--- src/hw/accel_consts.svh ---
/* accelerator constants
   matrix geometry and memory bus widths shared by packages and RTL */
`ifndef ACCEL_CONSTS_SVH
`define ACCEL_CONSTS_SVH

// square matrix side
`define MM_DIM 4
// signed operand element
`define ELEM_W 8
// memory word, also one result element
`define WORD_W 32
// word address
`define MEM_AW 10

`endif

--- src/hw/mem_bus_pkg.sv ---
/* mem_bus_pkg
   address and data word types of the word-addressed memory port */
`include "accel_consts.svh"

package mem_bus_pkg;

    // word address, not a byte address
    typedef logic [`MEM_AW-1:0] mem_addr_t;

    // one data word, holds a full matrix row
    // or a single result element
    typedef logic [`WORD_W-1:0] mem_word_t;

endpackage

--- src/hw/mem_if.sv ---
/* mem_if
   valid/ready request bundle with in-order read responses,
   one per requester on the arbiter */
interface mem_if;
    import mem_bus_pkg::*;

    // request side, held until ready
    logic      req;
    logic      we;
    mem_addr_t addr;
    mem_word_t wdata;
    // acceptance and read return
    logic      ready;
    logic      rvalid;
    mem_word_t rdata;

    modport requester (output req, we, addr, wdata,
                       input  ready, rvalid, rdata);

    modport arbiter   (input  req, we, addr, wdata,
                       output ready, rvalid, rdata);

endinterface

--- src/hw/mem_arbiter.sv ---
/* memory arbiter
   fixed priority merge of loader (port 0) and storer (port 1) onto the
   external memory port with the grant held until the request is accepted */
module mem_arbiter (
    input  logic                   clk,
    input  logic                   rst_n,
    mem_if.arbiter                 req0_if,
    mem_if.arbiter                 req1_if,
    output logic                   mem_req_o,
    output logic                   mem_we_o,
    output mem_bus_pkg::mem_addr_t mem_addr_o,
    output mem_bus_pkg::mem_word_t mem_wdata_o,
    input  logic                   mem_ready_i,
    input  logic                   mem_rvalid_i,
    input  mem_bus_pkg::mem_word_t mem_rdata_i
);
    // lock_sel names the owner of a stalled request
    logic locked;
    logic lock_sel;
    logic gnt0;
    logic gnt1;

    // port 0 wins a fresh choice while a stalled owner keeps the bus
    assign gnt0 = locked ? !lock_sel : req0_if.req;
    assign gnt1 = locked ? lock_sel : (!req0_if.req && req1_if.req);

    assign mem_req_o   = (gnt0 && req0_if.req) || (gnt1 && req1_if.req);
    assign mem_we_o    = gnt1 ? req1_if.we : req0_if.we;
    assign mem_addr_o  = gnt1 ? req1_if.addr : req0_if.addr;
    assign mem_wdata_o = gnt1 ? req1_if.wdata : req0_if.wdata;

    // ready only to the owner
    assign req0_if.ready = gnt0 && mem_ready_i;
    assign req1_if.ready = gnt1 && mem_ready_i;

    // only the loader reads
    assign req0_if.rvalid = mem_rvalid_i;
    assign req0_if.rdata  = mem_rdata_i;
    assign req1_if.rvalid = 1'b0;
    assign req1_if.rdata  = '0;

    always_ff @(posedge clk) begin
        if (!rst_n) begin
            locked   <= 1'b0;
            lock_sel <= 1'b0;
        end else begin
            // lock while a granted request waits for ready
            locked   <= mem_req_o && !mem_ready_i;
            lock_sel <= gnt1;
        end
    end

    // a stalled request on the external port stays put
    a_hold: assert property (@(posedge clk) disable iff (!rst_n)
        mem_req_o && !mem_ready_i |=> mem_req_o && $stable(mem_addr_o)
                                      && $stable(mem_we_o));

endmodule

--- src/flat_wrapper.sv ---
// flat-port wrapper written by rule: the top's interface ports become plain ports
module mem_arbiter_flat 
  (clk, rst_n, mem_req_o, mem_we_o, mem_addr_o, mem_wdata_o, mem_ready_i, mem_rvalid_i, mem_rdata_i, req0_if_req, req0_if_we, req0_if_addr, req0_if_wdata, req0_if_ready, req0_if_rvalid, req0_if_rdata, req1_if_req, req1_if_we, req1_if_addr, req1_if_wdata, req1_if_ready, req1_if_rvalid, req1_if_rdata);
  mem_if req0_if_i ();
  mem_if req1_if_i ();
  input  logic clk;
  input  logic rst_n;
  output logic mem_req_o;
  output logic mem_we_o;
  output mem_bus_pkg::mem_addr_t mem_addr_o;
  output mem_bus_pkg::mem_word_t mem_wdata_o;
  input  logic mem_ready_i;
  input  logic mem_rvalid_i;
  input  mem_bus_pkg::mem_word_t mem_rdata_i;
  input wire logic [$bits(req0_if_i.req)-1:0] req0_if_req;
  input wire logic [$bits(req0_if_i.we)-1:0] req0_if_we;
  input wire logic [$bits(req0_if_i.addr)-1:0] req0_if_addr;
  input wire logic [$bits(req0_if_i.wdata)-1:0] req0_if_wdata;
  output wire logic [$bits(req0_if_i.ready)-1:0] req0_if_ready;
  output wire logic [$bits(req0_if_i.rvalid)-1:0] req0_if_rvalid;
  output wire logic [$bits(req0_if_i.rdata)-1:0] req0_if_rdata;
  input wire logic [$bits(req1_if_i.req)-1:0] req1_if_req;
  input wire logic [$bits(req1_if_i.we)-1:0] req1_if_we;
  input wire logic [$bits(req1_if_i.addr)-1:0] req1_if_addr;
  input wire logic [$bits(req1_if_i.wdata)-1:0] req1_if_wdata;
  output wire logic [$bits(req1_if_i.ready)-1:0] req1_if_ready;
  output wire logic [$bits(req1_if_i.rvalid)-1:0] req1_if_rvalid;
  output wire logic [$bits(req1_if_i.rdata)-1:0] req1_if_rdata;
  assign req0_if_i.req = req0_if_req;
  assign req0_if_i.we = req0_if_we;
  assign req0_if_i.addr = req0_if_addr;
  assign req0_if_i.wdata = req0_if_wdata;
  assign req0_if_ready = req0_if_i.ready;
  assign req0_if_rvalid = req0_if_i.rvalid;
  assign req0_if_rdata = req0_if_i.rdata;
  assign req1_if_i.req = req1_if_req;
  assign req1_if_i.we = req1_if_we;
  assign req1_if_i.addr = req1_if_addr;
  assign req1_if_i.wdata = req1_if_wdata;
  assign req1_if_ready = req1_if_i.ready;
  assign req1_if_rvalid = req1_if_i.rvalid;
  assign req1_if_rdata = req1_if_i.rdata;
  mem_arbiter u_core (.clk(clk), .rst_n(rst_n), .req0_if(req0_if_i), .req1_if(req1_if_i), .mem_req_o(mem_req_o), .mem_we_o(mem_we_o), .mem_addr_o(mem_addr_o), .mem_wdata_o(mem_wdata_o), .mem_ready_i(mem_ready_i), .mem_rvalid_i(mem_rvalid_i), .mem_rdata_i(mem_rdata_i));
endmodule
--- config.mk ---
export PLATFORM = sky130hd
export DESIGN_NAME = mem_arbiter_flat
export DESIGN_NICKNAME = d
export VERILOG_FILES = /design/src/hw/mem_bus_pkg.sv /design/src/hw/mem_if.sv /design/src/hw/mem_arbiter.sv /design/src/flat_wrapper.sv
export VERILOG_INCLUDE_DIRS = /design/src /design/src/hw
export SDC_FILE = /design/constraint.sdc
export NUM_CORES = 1
export LEC_CHECK = 0
export BUFFER_PORTS_ARGS = -buffer_cell sky130_fd_sc_hd__clkbuf_2
export CORE_AREA = 2 2 92 94
export CTS_BUF_LIST = sky130_fd_sc_hd__clkbuf_2 sky130_fd_sc_hd__clkbuf_4 sky130_fd_sc_hd__clkbuf_8
export CTS_CLUSTER_DIAMETER = 40
export DETAILED_ROUTE_END_ITERATION = 10
export DIE_AREA = 0 0 94 96
export GPL_ROUTABILITY_DRIVEN = 0
export PLACE_DENSITY = 0.61
export SYNTH_ARGS = -nofsm -noshare
export SYNTH_HDL_FRONTEND = slang
export SYNTH_SLANG_ARGS = --single-unit
--- constraint.sdc ---
create_clock -name clk -period 1.7 [get_ports clk]
set_input_delay 0.17 -clock clk [delete_from_list [all_inputs] [get_ports clk]]
set_output_delay 0.17 -clock clk [all_outputs]
set_load 0.005 [all_outputs]
==> results of run 1 <==
-- registers in the layout, indices dropped and copies added, names as in the netlist --
signal and count:
u_core.lock_sel 1, u_core.locked 1
-- cells by family (layout without fill, tap and decap cells) --
kind of cell / after synthesis / after routing
multiplexers: 44 / 44
AO/OA/AOI/OAI: 4 / 4
other: 1 / 33
buffers and inverters: 70 / 147
flip-flops: 2 / 2
AND/OR/NAND/NOR: 5 / 5
-- timing repair --
item | 4_1_cts | 5_1_grt
hold buffers | 0 | 0
resized for setup | 7 | 27
pin swaps | 1 | 2
setup endpoints to repair | 43 | 43
endpoints found under the hold margin | 0 | 0
setup buffers | 3 | 0
gates cloned | 1 | 3
-- synthesized netlist by cell type (all sizes together) --
cell type  number
buf            70
mux2           43
a21oi           2
dfxtp           2
nor2            2
nor2b           2
a22oi           1
and3b           1
conb            1
mux2i           1
o21ai           1
-- power groups by stage --
| stage | Sequential (µW) | Combinational (µW) | Clock [µW] |
|---|---|---|---|
| finish | 53.7 | 447 | 182 |
| global route | 54.2 | 493 | 195 |
| CTS | 53.1 | 399 | 187 |
| floorplan | 53.7 | 291 | 0 |
| global placement | 54.0 | 364 | 0 |
| detailed placement | 54.3 | 370 | 0 |
-- metrics by stage --
| step | power, µW | hold slack [ps] | util [%] |
|---|---|---|---|
| 2_1_floorplan | 345 | 298 | - |
| 3_3_place_gp | 418 | 340 | 19.4 |
| 3_5_place_dp | 424 | 340 | 19.4 |
| 4_1_cts | 639 | 194 | 20.8 |
| 5_1_grt | 742 | 218 | 22.5 |
| 6_report | 683 | 195 | 22.5 |
-- worst max path at each step --
stage                        startpoint         endpoint  slack (ps)
after global placement    u_core.locked   mem_wdata_o[1]         140
after CTS                 u_core.locked  mem_wdata_o[24]         -10
after global routing      u_core.locked  mem_wdata_o[27]         -60
final                     u_core.locked  mem_wdata_o[27]         -10
after floorplan           u_core.locked  mem_wdata_o[10]         240
after detailed placement  u_core.locked  mem_wdata_o[24]         120
-- cells in the final DEF (no fill, tap or decap) --
cell,count
a21oi_1,2
a22oi_4,1
and3b_1,1
buf_12,1
buf_4,1
buf_6,6
buf_8,2
clkbuf_16,2
clkbuf_2,132
clkbuf_8,3
conb_1,33
dfxtp_1,1
dfxtp_4,1
mux2_1,5
mux2_2,20
mux2_4,18
mux2i_1,1
nor2_1,1
nor2_4,1
nor2b_1,2
o21ai_0,1
-- per-layer routing --
layer	global-route usage [%]	wire length [µm]	vias up
li1	-	-	545
met1	7.17	1500	534
met2	14.4	2350	105
met3	0.705	372	16
met4	3.26	95	0
met5	0	0	-
-- layout make-up --
| cell class | instances | area [µm²] | area share [%] |
|---|---|---|---|
| Clock buffer | 3 | 41.3 | 2.28 |
| Multi-Input combinational cell | 86 | 758 | 41.9 |
| Sequential cell | 2 | 43.8 | 2.42 |
| Tap cell | 105 | 131 | 7.26 |
| Timing Repair Buffer | 144 | 836 | 46.2 |
==> impl_metrics.json, run 1 <==
{
  "drv_slew": 0,
  "worst-path-buf-inv": 3,
  "clkPwrFrac_pct": 26.6,
  "drt_iter0_markers": 4,
  "grt_pass1_vias": 954,
  "syn2layout_area_growth_pct": 58.0,
  "antenna_cells": 0,
  "clock_path_buffers": 2,
  "cp_num_cells": 5,
  "grt_setup_unrepaired": "yes",
  "synth_xor_area_share_pct": 0,
  "max_stage_delay_ps": 360,
  "setup_slack_ps": -10.7,
  "min-delay-start": "rst_n",
  "syn_avg_cell_area_um2": 9.10,
  "cts_buffers": 3,
  "synth_largest_area_cell": "buf_4",
  "status": "finished with violations",
  "yosys.area_share.simple_pct": 2.73,
  "worstSkewPairLatency_ps": 210,
  "wl_per_cell_um": 12.7,
  "peakVddDrop_mv": 0.210,
  "path_cells": "a22oi_4 > buf_6 > clkbuf_16 > mux2_4 > buf_6",
  "wirelength_um": 4320,
  "cp.required_ps": 1530,
  "antenna_found_initial": 0,
  "finalHoldViolations": 0,
  "hold_depth": 2,
  "reg2reg_from": "u_core.locked",
  "final_cells": 340,
  "crit_path_end_kind": "output port",
  "fin_crit_sh_pct": 101,
  "critPathKind": "reg2out",
  "die-area_um2": 9020,
  "antenna_left": 0,
  "fmax_ghz": 0.585,
  "fin_area_um2": 1810,
  "rows": 33,
  "holdPathEnd": "u_core.lock_sel",
  "seqPwrFrac_pct": 7.9,
  "syn_inst": 126,
  "synth_compound_area_share_pct": 3.17,
  "dp.cells": 331,
  "failed_checks": "negative setup slack",
  "pwr-share-comb_pct": 65.5,
  "grt_max_degree": 19,
  "yosys_warnings": 0,
  "reg2reg_depth": 4,
  "r2r_slack_ps": 690,
  "min_period_ps": 1710,
  "worstPathMaxFanout": 5,
  "final-setup-viol-count": 3,
  "cpMaxStageDelayCell": "dfxtp_4",
  "critPathLaunchType": "register",
  "io_pins": 236,
  "cts_root_buf": "clkbuf_8",
  "path_clk_slew_ps": 30,
  "clock-sinks": 2,
  "hpwlAfterDp_um": 3450,
  "num-fill-cells": 885,
  "die_x_um": 94,
  "synthAdderAreaFrac_pct": 0,
  "cpMostUsedCell": "buf_6",
  "grt_pass1_wl_um": 4840,
  "netlist_area_um2": 1150,
  "netlist.area_leader.share_pct": 43.2,
  "track_usage_pct": 7.08,
  "setup-tns-final_ps": -24.0,
  "min_path_type": "in2reg",
  "cts_tree": "yes",
  "die_y_um": 96,
  "ys_seq_area_share_pct": 3.49,
  "grt-ovfl-total": 0,
  "internal-power_uw": 480,
  "yosys-mux-area-fraction_pct": 43.1,
  "dp_slack_ps": 115,
  "final_nets": 361,
  "portBuffers": 136,
  "core_area_um2": 8050,
  "synth_area_leaders": "buf_4 (43%), mux2_2 (36%), mux2_1 (5.9%), buf_6 (3.9%), dfxtp_1 (3.5%)",
  "drive_gt1_share_pct": 80.0,
  "maxCapViolCount": 0,
  "worstReg2RegEnd": "u_core.lock_sel",
  "start_util_pct": 14.2,
  "vias_per_cell": 3.53,
  "sw_frac_of_total_pct": 29.7,
  "skew_ps": 1.31,
  "synth_top_family_by_area": "buffers and inverters",
  "crit_arrival_ps": 1540,
  "h-tree-depth": 1,
  "p_leak_uw": 0.00109,
  "power_switching_uw": 203,
  "power_density_nw_per_um2": 377,
  "post-route-drc-count": 0,
  "num_vias": 1200,
  "yosysUniqueCellTypes": 14,
  "crit_family": "buffers and inverters",
  "first_pass_iters": 2,
  "place_area_um2": 1570,
  "synth.ff_latch_count": 2
}
Power figures use the tool's default switching activity.
==> run 2: changes to the inputs <==
- BUFFER_PORTS_ARGS: -buffer_cell sky130_fd_sc_hd__clkbuf_2 -> default
- DONT_BUFFER_PORTS: default -> 1
- PLACE_DENSITY: 0.61 -> 0.36
==> run 2 against run 1 <==
  * The run now ends clean
  * Register-to-register slack is essentially flat
  * Via count shrank 45%
  * Wire length shrank 42%
  * Clock power is essentially flat
  * Flip-flop and latch count is the same
==> impl_metrics.json, run 2 (synthesis results as in run 1) <==
{
  "rows": 33,
  "layout_common_cells": "mux2_2 (37), conb_1 (33), mux2_1 (6)",
  "pwr-share-comb_pct": 44.3,
  "critPathKind": "reg2out",
  "peakVddDrop_mv": 0.146,
  "path_clk_slew_ps": 30,
  "final_nets": 219,
  "wirelength_um": 2510,
  "crit_arrival_ps": 1450,
  "grt_max_degree": 30,
  "die-area_um2": 9020,
  "multiInputGateArea_um2": 686,
  "worstPathMaxFanout": 29,
  "top_regs": "u_core.lock_sel: 1 flops, u_core.locked: 1 flops",
  "hpwlAfterDp_um": 2280,
  "cp.required_ps": 1530,
  "sw_frac_of_total_pct": 30.5,
  "clock_path_buffers": 2,
  "io_pins": 236,
  "seqPwrFrac_pct": 12.7,
  "power_switching_uw": 130,
  "status": "finished clean",
  "power_density_nw_per_um2": 458,
  "internal-power_uw": 296,
  "wl_per_cell_um": 12.7,
  "crit_path_end_kind": "output port",
  "syn2layout_area_growth_pct": -18.8,
  "grt_setup_unrepaired": "no",
  "hold_buffers": 0,
  "h-tree-depth": 1,
  "die_x_um": 94,
  "clkPwrFrac_pct": 43.0,
  "vias_per_cell": 3.34,
  "grt-ovfl-total": 0,
  "fmax_ghz": 0.618,
  "core_area_um2": 8050,
  "antenna_found_initial": 1,
  "fin_crit_sh_pct": 95.2,
  "track_usage_pct": 4.24,
  "num-fill-cells": 928,
  "start_util_pct": 14.2,
  "worstSkewPairLatency_ps": 210,
  "fin_area_um2": 931,
  "critPathLaunchType": "register",
  "num_vias": 661,
  "min_period_ps": 1620,
  "p_leak_uw": 0.000373,
  "final-setup-viol-count": 0,
  "drv_slew": 0,
  "clock-sinks": 2,
  "ff_latch_area_um2": 41.3,
  "min_path_type": "in2reg",
  "maxCapViolCount": 0,
  "cts_tree": "yes",
  "post-route-drc-count": 0,
  "cts_root_buf": "clkbuf_8",
  "place_area_um2": 885,
  "portBuffers": 0,
  "grt_pass1_wl_um": 2770,
  "die_y_um": 96,
  "cts_buffers": 3,
  "antenna_left": 0,
  "drt_iter0_markers": 10,
  "grt_pass1_vias": 545,
  "first_pass_iters": 4,
  "drive_gt1_share_pct": 48.4,
  "final_common_cell": "mux2_2",
  "antenna_cells": 0,
  "finish.utilization_pct": 11.6,
  "setup-tns-final_ps": 0,
  "skew_ps": 0.650,
  "finalHoldViolations": 0
}
## run 2: timing repair
item	CTS	global route
hold endpoints to repair	0	0
endpoints found under the setup margin	14	0
buffers inserted	0	0
gates resized for setup	2	0
## run 2: path summary, 6_finish.rpt
| check | start | endpoint | slack (ps) | depth (start not counted) |
|---|---|---|---|---|
| max reg2reg | u_core.locked | u_core.lock_sel | 680 | 4 |
| max | u_core.locked | mem_wdata_o[23] | 80 | 4 |
| min reg2reg | u_core.locked | u_core.locked | 700 | 2 |
| min | rst_n | u_core.lock_sel | 100 | 1 |
## run 2: worst max-delay path, cell delays in order, from the launching register on
cell and delay (ps):
dfxtp_2 370, nor2_2 70, a22oi_4 190, buf_12 210, mux2_2 380
## run 2: through the flow
stage	worst slack [ps]	cells	total power (µW)	hold slack, ps
2_1_floorplan	236	158	345	298
3_3_place_gp	198	195	244	304
3_5_place_dp	188	195	242	315
4_1_cts	61.0	198	435	97.3
5_1_grt	8.35	198	461	99.0
6_report	81.1	198	426	98.5
## run 2: cell type report
| class | instances | share of cell area (%) |
|---|---|---|
| clock buffers | 3 | 4.44 |
| well taps | 105 | 14.1 |
| multi-input cells | 86 | 73.7 |
| flip-flops and latches | 2 | 4.44 |
| repair buffers | 2 | 3.36 |
## run 2: per-layer routing
metal / vias up / wire length [µm] / GRT usage, %
met5: - / 0 / 0
met4: 0 / 102 / 3.62
met3: 14 / 395 / 1.41
met2: 118 / 1470 / 9.17
met1: 270 / 543 / 2.62
li1: 259 / - / -
## run 2: power by group through the flow
stage / clock [µW] / sequential [µW] / combinational [µW]
2_1_floorplan: 0 / 53.7 / 291
6_report: 183 / 54.0 / 189
3_5_place_dp: 0 / 54.2 / 188
4_1_cts: 190 / 54.0 / 191
5_1_grt: 196 / 54.4 / 210
3_3_place_gp: 0 / 54.2 / 189
