File: src/hw/accel_consts.svh
/* accelerator constants
   matrix geometry and memory bus widths shared by packages and RTL */
`ifndef ACCEL_CONSTS_SVH
`define ACCEL_CONSTS_SVH

// square matrix side
`define MM_DIM 4
// signed operand element
`define ELEM_W 8
// memory word, also one result element
`define WORD_W 32
// word address
`define MEM_AW 10

`endif

File: src/hw/mem_bus_pkg.sv
/* mem_bus_pkg
   address and data word types of the word-addressed memory port */
`include "accel_consts.svh"

package mem_bus_pkg;

    // word address, not a byte address
    typedef logic [`MEM_AW-1:0] mem_addr_t;

    // one data word, holds a full matrix row
    // or a single result element
    typedef logic [`WORD_W-1:0] mem_word_t;

endpackage

File: src/hw/mm_pkg.sv
/* mm_pkg
   element, row, accumulator and whole-matrix types of the multiply path */
`include "accel_consts.svh"

package mm_pkg;

    // one signed operand element
    typedef logic signed [`ELEM_W-1:0] elem_t;

    // memory image of one row, element 0 in the low byte
    typedef elem_t [`MM_DIM-1:0] row_t;

    // one signed result element
    typedef logic signed [`WORD_W-1:0] accum_t;

    // operand matrix as four rows
    typedef row_t [`MM_DIM-1:0] op_matrix_t;

    // result matrix, first index is the row
    typedef accum_t [`MM_DIM-1:0][`MM_DIM-1:0] res_matrix_t;

endpackage

File: src/hw/mem_if.sv
/* mem_if
   valid/ready request bundle with in-order read responses,
   one per requester on the arbiter */
interface mem_if;
    import mem_bus_pkg::*;

    // request side, held until ready
    logic      req;
    logic      we;
    mem_addr_t addr;
    mem_word_t wdata;
    // acceptance and read return
    logic      ready;
    logic      rvalid;
    mem_word_t rdata;

    modport requester (output req, we, addr, wdata,
                       input  ready, rvalid, rdata);

    modport arbiter   (input  req, we, addr, wdata,
                       output ready, rvalid, rdata);

endinterface

File: src/hw/dma_engine.sv
/* dma engine
   run sequencer: load A and B, start the multiply, wait for it,
   store C and pulse done */
module dma_engine (
    input  logic                   clk,
    input  logic                   rst_n,
    input  logic                   start_i,
    input  mem_bus_pkg::mem_addr_t a_base_i,
    input  mem_bus_pkg::mem_addr_t b_base_i,
    input  mem_bus_pkg::mem_addr_t c_base_i,
    mem_if.requester               load_mem,
    mem_if.requester               store_mem,
    output mm_pkg::op_matrix_t     mat_a_o,
    output mm_pkg::op_matrix_t     mat_b_o,
    input  mm_pkg::res_matrix_t    mat_c_i,
    output logic                   mm_start_o,
    input  logic                   mm_done_i,
    output logic                   busy_o,
    output logic                   done_o
);
    typedef enum logic [1:0] {
        ST_IDLE,
        ST_LOAD,
        ST_COMPUTE,
        ST_STORE
    } state_t;

    state_t state;
    state_t state_n;
    logic   load_start;
    logic   load_done;
    logic   store_start;
    logic   store_done;

    // one-cycle pulses, each on its state transition
    assign load_start  = (state == ST_IDLE) && start_i;
    assign mm_start_o  = (state == ST_LOAD) && load_done;
    assign store_start = (state == ST_COMPUTE) && mm_done_i;
    assign done_o      = (state == ST_STORE) && store_done;
    assign busy_o      = (state != ST_IDLE);

    always_comb begin
        state_n = state;
        case (state)
            ST_IDLE:    if (load_start) state_n = ST_LOAD;
            ST_LOAD:    if (load_done) state_n = ST_COMPUTE;
            ST_COMPUTE: if (mm_done_i) state_n = ST_STORE;
            ST_STORE:   if (store_done) state_n = ST_IDLE;
            default:    state_n = ST_IDLE;
        endcase
    end

    always_ff @(posedge clk) begin
        if (!rst_n)
            state <= ST_IDLE;
        else
            state <= state_n;
    end

    dma_loader loader_i (
        .clk      (clk),
        .rst_n    (rst_n),
        .start_i  (load_start),
        .a_base_i (a_base_i),
        .b_base_i (b_base_i),
        .mem      (load_mem),
        .mat_a_o  (mat_a_o),
        .mat_b_o  (mat_b_o),
        .done_o   (load_done)
    );

    dma_storer storer_i (
        .clk      (clk),
        .rst_n    (rst_n),
        .start_i  (store_start),
        .c_base_i (c_base_i),
        .mat_c_i  (mat_c_i),
        .mem      (store_mem),
        .done_o   (store_done)
    );

    // the multiply engine only finishes a run this sequencer started
    a_mm_done_in_compute: assert property (@(posedge clk) disable iff (!rst_n)
        mm_done_i |-> state == ST_COMPUTE);

endmodule

File: src/hw/dma_loader.sv
/* dma loader
   issues the row reads of A then B back to back and collects the in-order
   responses into the operand matrices, both loads in flight together */
`include "accel_consts.svh"

module dma_loader (
    input  logic                   clk,
    input  logic                   rst_n,
    input  logic                   start_i,
    input  mem_bus_pkg::mem_addr_t a_base_i,
    input  mem_bus_pkg::mem_addr_t b_base_i,
    mem_if.requester               mem,
    output mm_pkg::op_matrix_t     mat_a_o,
    output mm_pkg::op_matrix_t     mat_b_o,
    output logic                   done_o
);
    import mm_pkg::*;
    import mem_bus_pkg::*;

    localparam int ROW_W = $clog2(`MM_DIM);

    // top bit picks the matrix, low bits the row
    logic [ROW_W:0] issue_cnt;
    logic [ROW_W:0] resp_cnt;
    logic           issuing;
    logic           loading;
    mem_addr_t      row_base;
    logic [ROW_W+1:0] accepted;

    assign row_base  = issue_cnt[ROW_W] ? b_base_i : a_base_i;
    assign mem.req   = issuing;
    assign mem.we    = 1'b0;
    assign mem.addr  = row_base + mem_addr_t'(issue_cnt[ROW_W-1:0]);
    assign mem.wdata = '0;

    always_ff @(posedge clk) begin
        if (!rst_n) begin
            issuing   <= 1'b0;
            loading   <= 1'b0;
            issue_cnt <= '0;
            resp_cnt  <= '0;
            done_o    <= 1'b0;
        end else begin
            done_o <= 1'b0;
            if (start_i && !loading) begin
                issuing   <= 1'b1;
                loading   <= 1'b1;
                issue_cnt <= '0;
                resp_cnt  <= '0;
            end else begin
                // step on every accepted read, stop after the last B row
                if (issuing && mem.ready) begin
                    issue_cnt <= issue_cnt + 1'b1;
                    if (issue_cnt == '1)
                        issuing <= 1'b0;
                end
                if (loading && mem.rvalid) begin
                    resp_cnt <= resp_cnt + 1'b1;
                    if (resp_cnt == '1) begin
                        loading <= 1'b0;
                        done_o  <= 1'b1;
                    end
                end
            end
        end
    end

    // operand rows, first half of the responses is A
    always_ff @(posedge clk) begin
        if (loading && mem.rvalid) begin
            if (resp_cnt[ROW_W])
                mat_b_o[resp_cnt[ROW_W-1:0]] <= row_t'(mem.rdata);
            else
                mat_a_o[resp_cnt[ROW_W-1:0]] <= row_t'(mem.rdata);
        end
    end

    // reads accepted so far in this run
    assign accepted = issuing ? {1'b0, issue_cnt} : (loading ? (ROW_W+2)'(2 * `MM_DIM) : '0);

    a_resp_le_req: assert property (@(posedge clk) disable iff (!rst_n)
        mem.rvalid |-> loading && ({1'b0, resp_cnt} < accepted));

endmodule

File: src/hw/dma_storer.sv
/* dma storer
   writes the result matrix to memory row-major, one word per element,
   word i at c_base + i */
`include "accel_consts.svh"

module dma_storer (
    input  logic                   clk,
    input  logic                   rst_n,
    input  logic                   start_i,
    input  mem_bus_pkg::mem_addr_t c_base_i,
    input  mm_pkg::res_matrix_t    mat_c_i,
    mem_if.requester               mem,
    output logic                   done_o
);
    import mem_bus_pkg::*;

    localparam int ROW_W = $clog2(`MM_DIM);
    localparam int IDX_W = 2 * ROW_W;

    // i = row * dim + col
    logic [IDX_W-1:0] idx;
    logic             active;

    assign mem.req   = active;
    assign mem.we    = active;
    assign mem.addr  = c_base_i + mem_addr_t'(idx);
    assign mem.wdata = mem_word_t'(mat_c_i[idx[IDX_W-1:ROW_W]][idx[ROW_W-1:0]]);

    always_ff @(posedge clk) begin
        if (!rst_n) begin
            active <= 1'b0;
            idx    <= '0;
            done_o <= 1'b0;
        end else begin
            done_o <= 1'b0;
            if (start_i && !active) begin
                active <= 1'b1;
                idx    <= '0;
            end else if (active && mem.ready) begin
                // next element only after the handshake
                idx <= idx + 1'b1;
                if (idx == '1) begin
                    active <= 1'b0;
                    done_o <= 1'b1;
                end
            end
        end
    end

    // writes only, and a stalled write keeps address and data
    a_write_hold: assert property (@(posedge clk) disable iff (!rst_n)
        mem.req && !mem.ready |=> mem.req && mem.we && $stable(mem.addr)
                                  && $stable(mem.wdata));

endmodule

File: src/flat_wrapper.sv
// flat-port wrapper written by rule: the top's interface ports become plain ports
module dma_engine_flat 
  (clk, rst_n, start_i, a_base_i, b_base_i, c_base_i, mat_a_o, mat_b_o, mat_c_i, mm_start_o, mm_done_i, busy_o, done_o, load_mem_req, load_mem_we, load_mem_addr, load_mem_wdata, load_mem_ready, load_mem_rvalid, load_mem_rdata, store_mem_req, store_mem_we, store_mem_addr, store_mem_wdata, store_mem_ready, store_mem_rvalid, store_mem_rdata);
  mem_if load_mem_i ();
  mem_if store_mem_i ();
  input  logic clk;
  input  logic rst_n;
  input  logic start_i;
  input  mem_bus_pkg::mem_addr_t a_base_i;
  input  mem_bus_pkg::mem_addr_t b_base_i;
  input  mem_bus_pkg::mem_addr_t c_base_i;
  output mm_pkg::op_matrix_t mat_a_o;
  output mm_pkg::op_matrix_t mat_b_o;
  input  mm_pkg::res_matrix_t mat_c_i;
  output logic mm_start_o;
  input  logic mm_done_i;
  output logic busy_o;
  output logic done_o;
  output wire logic [$bits(load_mem_i.req)-1:0] load_mem_req;
  output wire logic [$bits(load_mem_i.we)-1:0] load_mem_we;
  output wire logic [$bits(load_mem_i.addr)-1:0] load_mem_addr;
  output wire logic [$bits(load_mem_i.wdata)-1:0] load_mem_wdata;
  input wire logic [$bits(load_mem_i.ready)-1:0] load_mem_ready;
  input wire logic [$bits(load_mem_i.rvalid)-1:0] load_mem_rvalid;
  input wire logic [$bits(load_mem_i.rdata)-1:0] load_mem_rdata;
  output wire logic [$bits(store_mem_i.req)-1:0] store_mem_req;
  output wire logic [$bits(store_mem_i.we)-1:0] store_mem_we;
  output wire logic [$bits(store_mem_i.addr)-1:0] store_mem_addr;
  output wire logic [$bits(store_mem_i.wdata)-1:0] store_mem_wdata;
  input wire logic [$bits(store_mem_i.ready)-1:0] store_mem_ready;
  input wire logic [$bits(store_mem_i.rvalid)-1:0] store_mem_rvalid;
  input wire logic [$bits(store_mem_i.rdata)-1:0] store_mem_rdata;
  assign load_mem_req = load_mem_i.req;
  assign load_mem_we = load_mem_i.we;
  assign load_mem_addr = load_mem_i.addr;
  assign load_mem_wdata = load_mem_i.wdata;
  assign load_mem_i.ready = load_mem_ready;
  assign load_mem_i.rvalid = load_mem_rvalid;
  assign load_mem_i.rdata = load_mem_rdata;
  assign store_mem_req = store_mem_i.req;
  assign store_mem_we = store_mem_i.we;
  assign store_mem_addr = store_mem_i.addr;
  assign store_mem_wdata = store_mem_i.wdata;
  assign store_mem_i.ready = store_mem_ready;
  assign store_mem_i.rvalid = store_mem_rvalid;
  assign store_mem_i.rdata = store_mem_rdata;
  dma_engine u_core (.clk(clk), .rst_n(rst_n), .start_i(start_i), .a_base_i(a_base_i), .b_base_i(b_base_i), .c_base_i(c_base_i), .load_mem(load_mem_i), .store_mem(store_mem_i), .mat_a_o(mat_a_o), .mat_b_o(mat_b_o), .mat_c_i(mat_c_i), .mm_start_o(mm_start_o), .mm_done_i(mm_done_i), .busy_o(busy_o), .done_o(done_o));
endmodule
File: config.mk
export PLATFORM = sky130hd
export DESIGN_NAME = dma_engine_flat
export DESIGN_NICKNAME = d
export VERILOG_FILES = /design/src/hw/mem_bus_pkg.sv /design/src/hw/mm_pkg.sv /design/src/hw/mem_if.sv /design/src/hw/dma_engine.sv /design/src/hw/dma_loader.sv /design/src/hw/dma_storer.sv /design/src/flat_wrapper.sv
export VERILOG_INCLUDE_DIRS = /design/src /design/src/hw
export SDC_FILE = /design/constraint.sdc
export NUM_CORES = 1
export LEC_CHECK = 0
export BUFFER_PORTS_ARGS = -buffer_cell sky130_fd_sc_hd__buf_2
export CAP_MARGIN = 40
export CORE_AREA = 2 2 369 371
export CTS_BUF_LIST = sky130_fd_sc_hd__clkbuf_16
export CTS_CLUSTER_SIZE = 10
export DETAILED_ROUTE_END_ITERATION = 8
export DIE_AREA = 0 0 371 373
export PLACE_DENSITY = 0.3
export SETUP_SLACK_MARGIN = 0.02
export SYNTH_ARGS = -nofsm -noshare
export SYNTH_HDL_FRONTEND = slang
export SYNTH_SLANG_ARGS = --single-unit
File: constraint.sdc
create_clock -name clk -period 3 [get_ports clk]
set_clock_uncertainty 0.15 [all_clocks]
set_input_delay 0.3 -clock clk [delete_from_list [all_inputs] [get_ports clk]]
set_output_delay 0.3 -clock clk [all_outputs]
set_load 0.01 [all_outputs]
==> impl_metrics.yaml <==
run_status:
  status: "complete, no violations"
pwr:
  seqPwrFrac_pct: 44.4
  switching_share_pct: 25.74
  power.switching_mw: 2.491
  ir_worst_vdd_mv: 0.2768
  p_int_mw: 7.188
  clkPwrFrac_pct: 38.1
  p_leak_nw: 8.707
  combPwrFrac_pct: 17.5
  pwr_density_cell_nw_per_um2: 425.9
drt:
  dr.pass1.iters: 6
  vias_per_cell: 3.321
  finalWirelength_um: 84860
  drt-initial-drc-count: 531
  wire_per_inst_um: 23.60
  drc_errors: 0
  route.antenna.remaining_nets: 0
  via_count: 11940
worst_setup_path:
  critical_path_arrival_ns: 2.54
  worst_setup_path_start_kind: "register"
  crit_fanout: 12
  endpoint_kind: "output pin"
  worst-setup-path-type: "register to output pin"
  cp_top_family: "multiplexers"
  critPathMaxStageDelay_ns: 0.58
  crit_required_ns: 2.55
  path_cells: "buf_8 > mux4_2 > nor2b_1 > a211oi_2 > a21oi_1 > buf_2"
  cp_num_buf_inv: 2
  slowest_stage: "mux4_2"
synth:
  synth-seq-cells: 273
  ys_warn_count: 0
  synth_top_area_share_pct: 56.60
  synth_ff_type: "edfxtp_1"
  syn_avg_cell_area_um2: 17.11
  ys_types: 43
  synth.most_common_cell: "edfxtp_1"
  ys_seq_area_share_pct: 59.11
  synthArstFlopShare_pct: 0
  synth.area.top_cells: "edfxtp_1, mux4_2, mux2i_1, dfxtp_1, buf_4"
  synth_top_area_cell: "edfxtp_1"
  syn_area_um2: 13580
  yosys-top-cells-count: "edfxtp_1, mux4_2, a21oi_1, buf_4, mux2i_1"
  synth_edf_count: 256
  syn_inst: 794
final_layout:
  finish.utilization_pct: 16.88
  fin_nets: 2425
  layout-drive-gt1-share_pct: 67.26
  area.growth.synth_to_final_pct: 67.32
  finalInstanceArea_um2: 22730
timing:
  holdWs_ns: 0.05751
  slew_headroom_pct: 50.75
  fin_setup_tns_ns: 0
  fmax_mhz: 334.3
  rsz0062_at_grt: "yes"
  fin_crit_sh_pct: 99.70
  finalSetupViolCount: 0
  timing.final.crit_period_ns: 2.991
  tightest_slew_ns: 0.7311
  drv_slew: 0
  timing.final.ws_setup_ns: 0.009008
  hold_viol_final: 0
clock_network:
  cts_inserted_buffers: 35
  cts.path.max_buffers: 3
  clk_latency_ns: 0.53
  clock_sinks: 273
  cts_root_buffer: "clkbuf_16"
  cts_tree: "built"
  clkTransAtPathRegs_ns: 0.07
  h-tree-depth: 2
floorplanning:
  initial_core_util_pct: 10.09
  die_h_um: 373
  die_w_um: 371
  io_pins: 961
  rows: 135
  die_area_um2: 138400
  core_area_um2: 134600
global_route:
  grt_use_met3_pct: 4.580
  global_route.usage.total_pct: 11.54
  antenna_found_initial: 69
  grt_util_met2_pct: 19.89
  overflow: 0
  grt_pass1_wl_um: 109800
  grt-busiest-layer: "met2"
  grt_max_degree: 54
  grt_pass1_vias: 12610
  grt_use_met1_pct: 12.04
hold_path:
  min_path_type: "primary input to register"
place:
  placed_cell_area_um2: 20360
  gp_congestion: 0.9359
  post-place-ws_ns: 0.2982
  hpwl_um: 70110
  port_buffers: 894
job:
  maxCapViolCount: 0
## per-stage QoR
| stage | power [mW] | instances |
|---|---|---|
| 4_1_cts | 9.884 | 3558 |
| 5_1_grt | 10.12 | 3595 |
| 3_3_place_gp | 5.949 | 3455 |
| 6_report | 9.679 | 3596 |
| 3_5_place_dp | 5.960 | 3455 |
| 2_1_floorplan | 5.025 | 826 |
## cell families after synthesis
family                   share of synthesized area (%)
AO/OA/AOI/OAI                                    4.532
multiplexers                                     24.33
XOR/XNOR                                         1.096
other                                          0.02761
buffers and inverters                            4.689
adder cells (fa/ha/maj)                          1.953
AND/OR/NAND/NOR                                  4.265
flip-flops                                       59.11
## what timing repair did
action | CTS | global route
buffers inserted | 13 | 25
hold endpoints to repair | 269 | 0
hold buffers | 38 | 0
cloned | 5 | 3
pin swaps | 18 | 10
endpoints found under the setup margin | 42 | 40
gates resized for setup | 89 | 26
## worst reg2reg max path, stage by stage, from the launching register on
cell and delay [ns]:
dfxtp_1 0.38, inv_1 0.08, ha_1 0.24, nor2b_1 0.15, a2111oi_1 0.55, nor2_1 0.09, nor2_1 0.12, dlygate4sd3_1 0.55
## power groups by stage
stage                     sequential [mW]  clock (mW)  combinational (mW)
after floorplan                      4.40           0               0.625
after global placement               4.37           0                1.57
after detailed placement             4.38           0                1.58
after CTS                            4.30        3.88                1.70
after global routing                 4.31        3.98                1.83
final                                4.30        3.68                1.70
## cell usage in the layout, fill, tap and decap left out, types with 3 or more instances in the layout
cell type      count
buf_8              3
mux2i_1           36
nand2_1           28
a211oi_4           3
diode_2           13
nor2b_1           33
mux2i_2            3
nor2_4             8
ha_1              16
buf_6             11
nor2b_4            6
buf_16             6
inv_1             18
conb_1            33
dlygate4sd3_1     38
edfxtp_1         256
xor2_1            11
a211oi_2          21
nor2_1            10
o21ai_0            5
nand3_1           12
clkinv_1           5
clkbuf_16         39
nand2b_1           3
mux4_2           128
and2_1             3
buf_4             54
buf_2            880
dfxtp_1           12
xnor2_1            6
a21oi_2            7
o211ai_1           4
a21oi_1           37
buf_12            18
a211oi_1           8
dfxtp_4            5
## flip-flops by register name, indices dropped and copies added (netlist names)
name	count
u_core.loader_i.issue_cnt	3
u_core.state	2
u_core.loader_i.done_o	1
u_core.loader_i.mem.req	1
u_core.loader_i.resp_cnt	3
u_core.storer_i.idx	4
u_core.storer_i.mem.req	1
u_core.loader_i.mat_b_o	128
u_core.storer_i.done_o	1
u_core.loader_i.mat_a_o	128
u_core.loader_i.loading	1
## cell type report
| class | count | area (um2) |
|---|---|---|
| clock inverter | 12 | 72.57 |
| timing repair buffer | 1013 | 5959 |
| sequential | 273 | 8046 |
| inverter | 17 | 63.81 |
| multi-input combinational | 451 | 5421 |
| tap | 1781 | 2228 |
| antenna | 13 | 32.53 |
| fill | 14990 | 111900 |
| clock buffer | 36 | 900.9 |
## worst paths after layout
check | from | end | slack [ns] | cells past startpoint
min | start_i | u_core.loader_i.loading | 0.06 | 5
max reg2reg | u_core.state[0] | u_core.state[0] | 0.64 | 7
min reg2reg | u_core.loader_i.resp_cnt[2] | u_core.loader_i.resp_cnt[2] | 0.34 | 2
max | u_core.storer_i.idx[2] | store_mem_wdata[24] | 0.009 | 6
## layer usage
layer	wire length, um	vias to the layer above
li1	-	5157
met1	30160	5803
met2	41410	734
met3	8310	196
met4	4635	54
met5	348	-
Power figures use the tool's default switching activity.
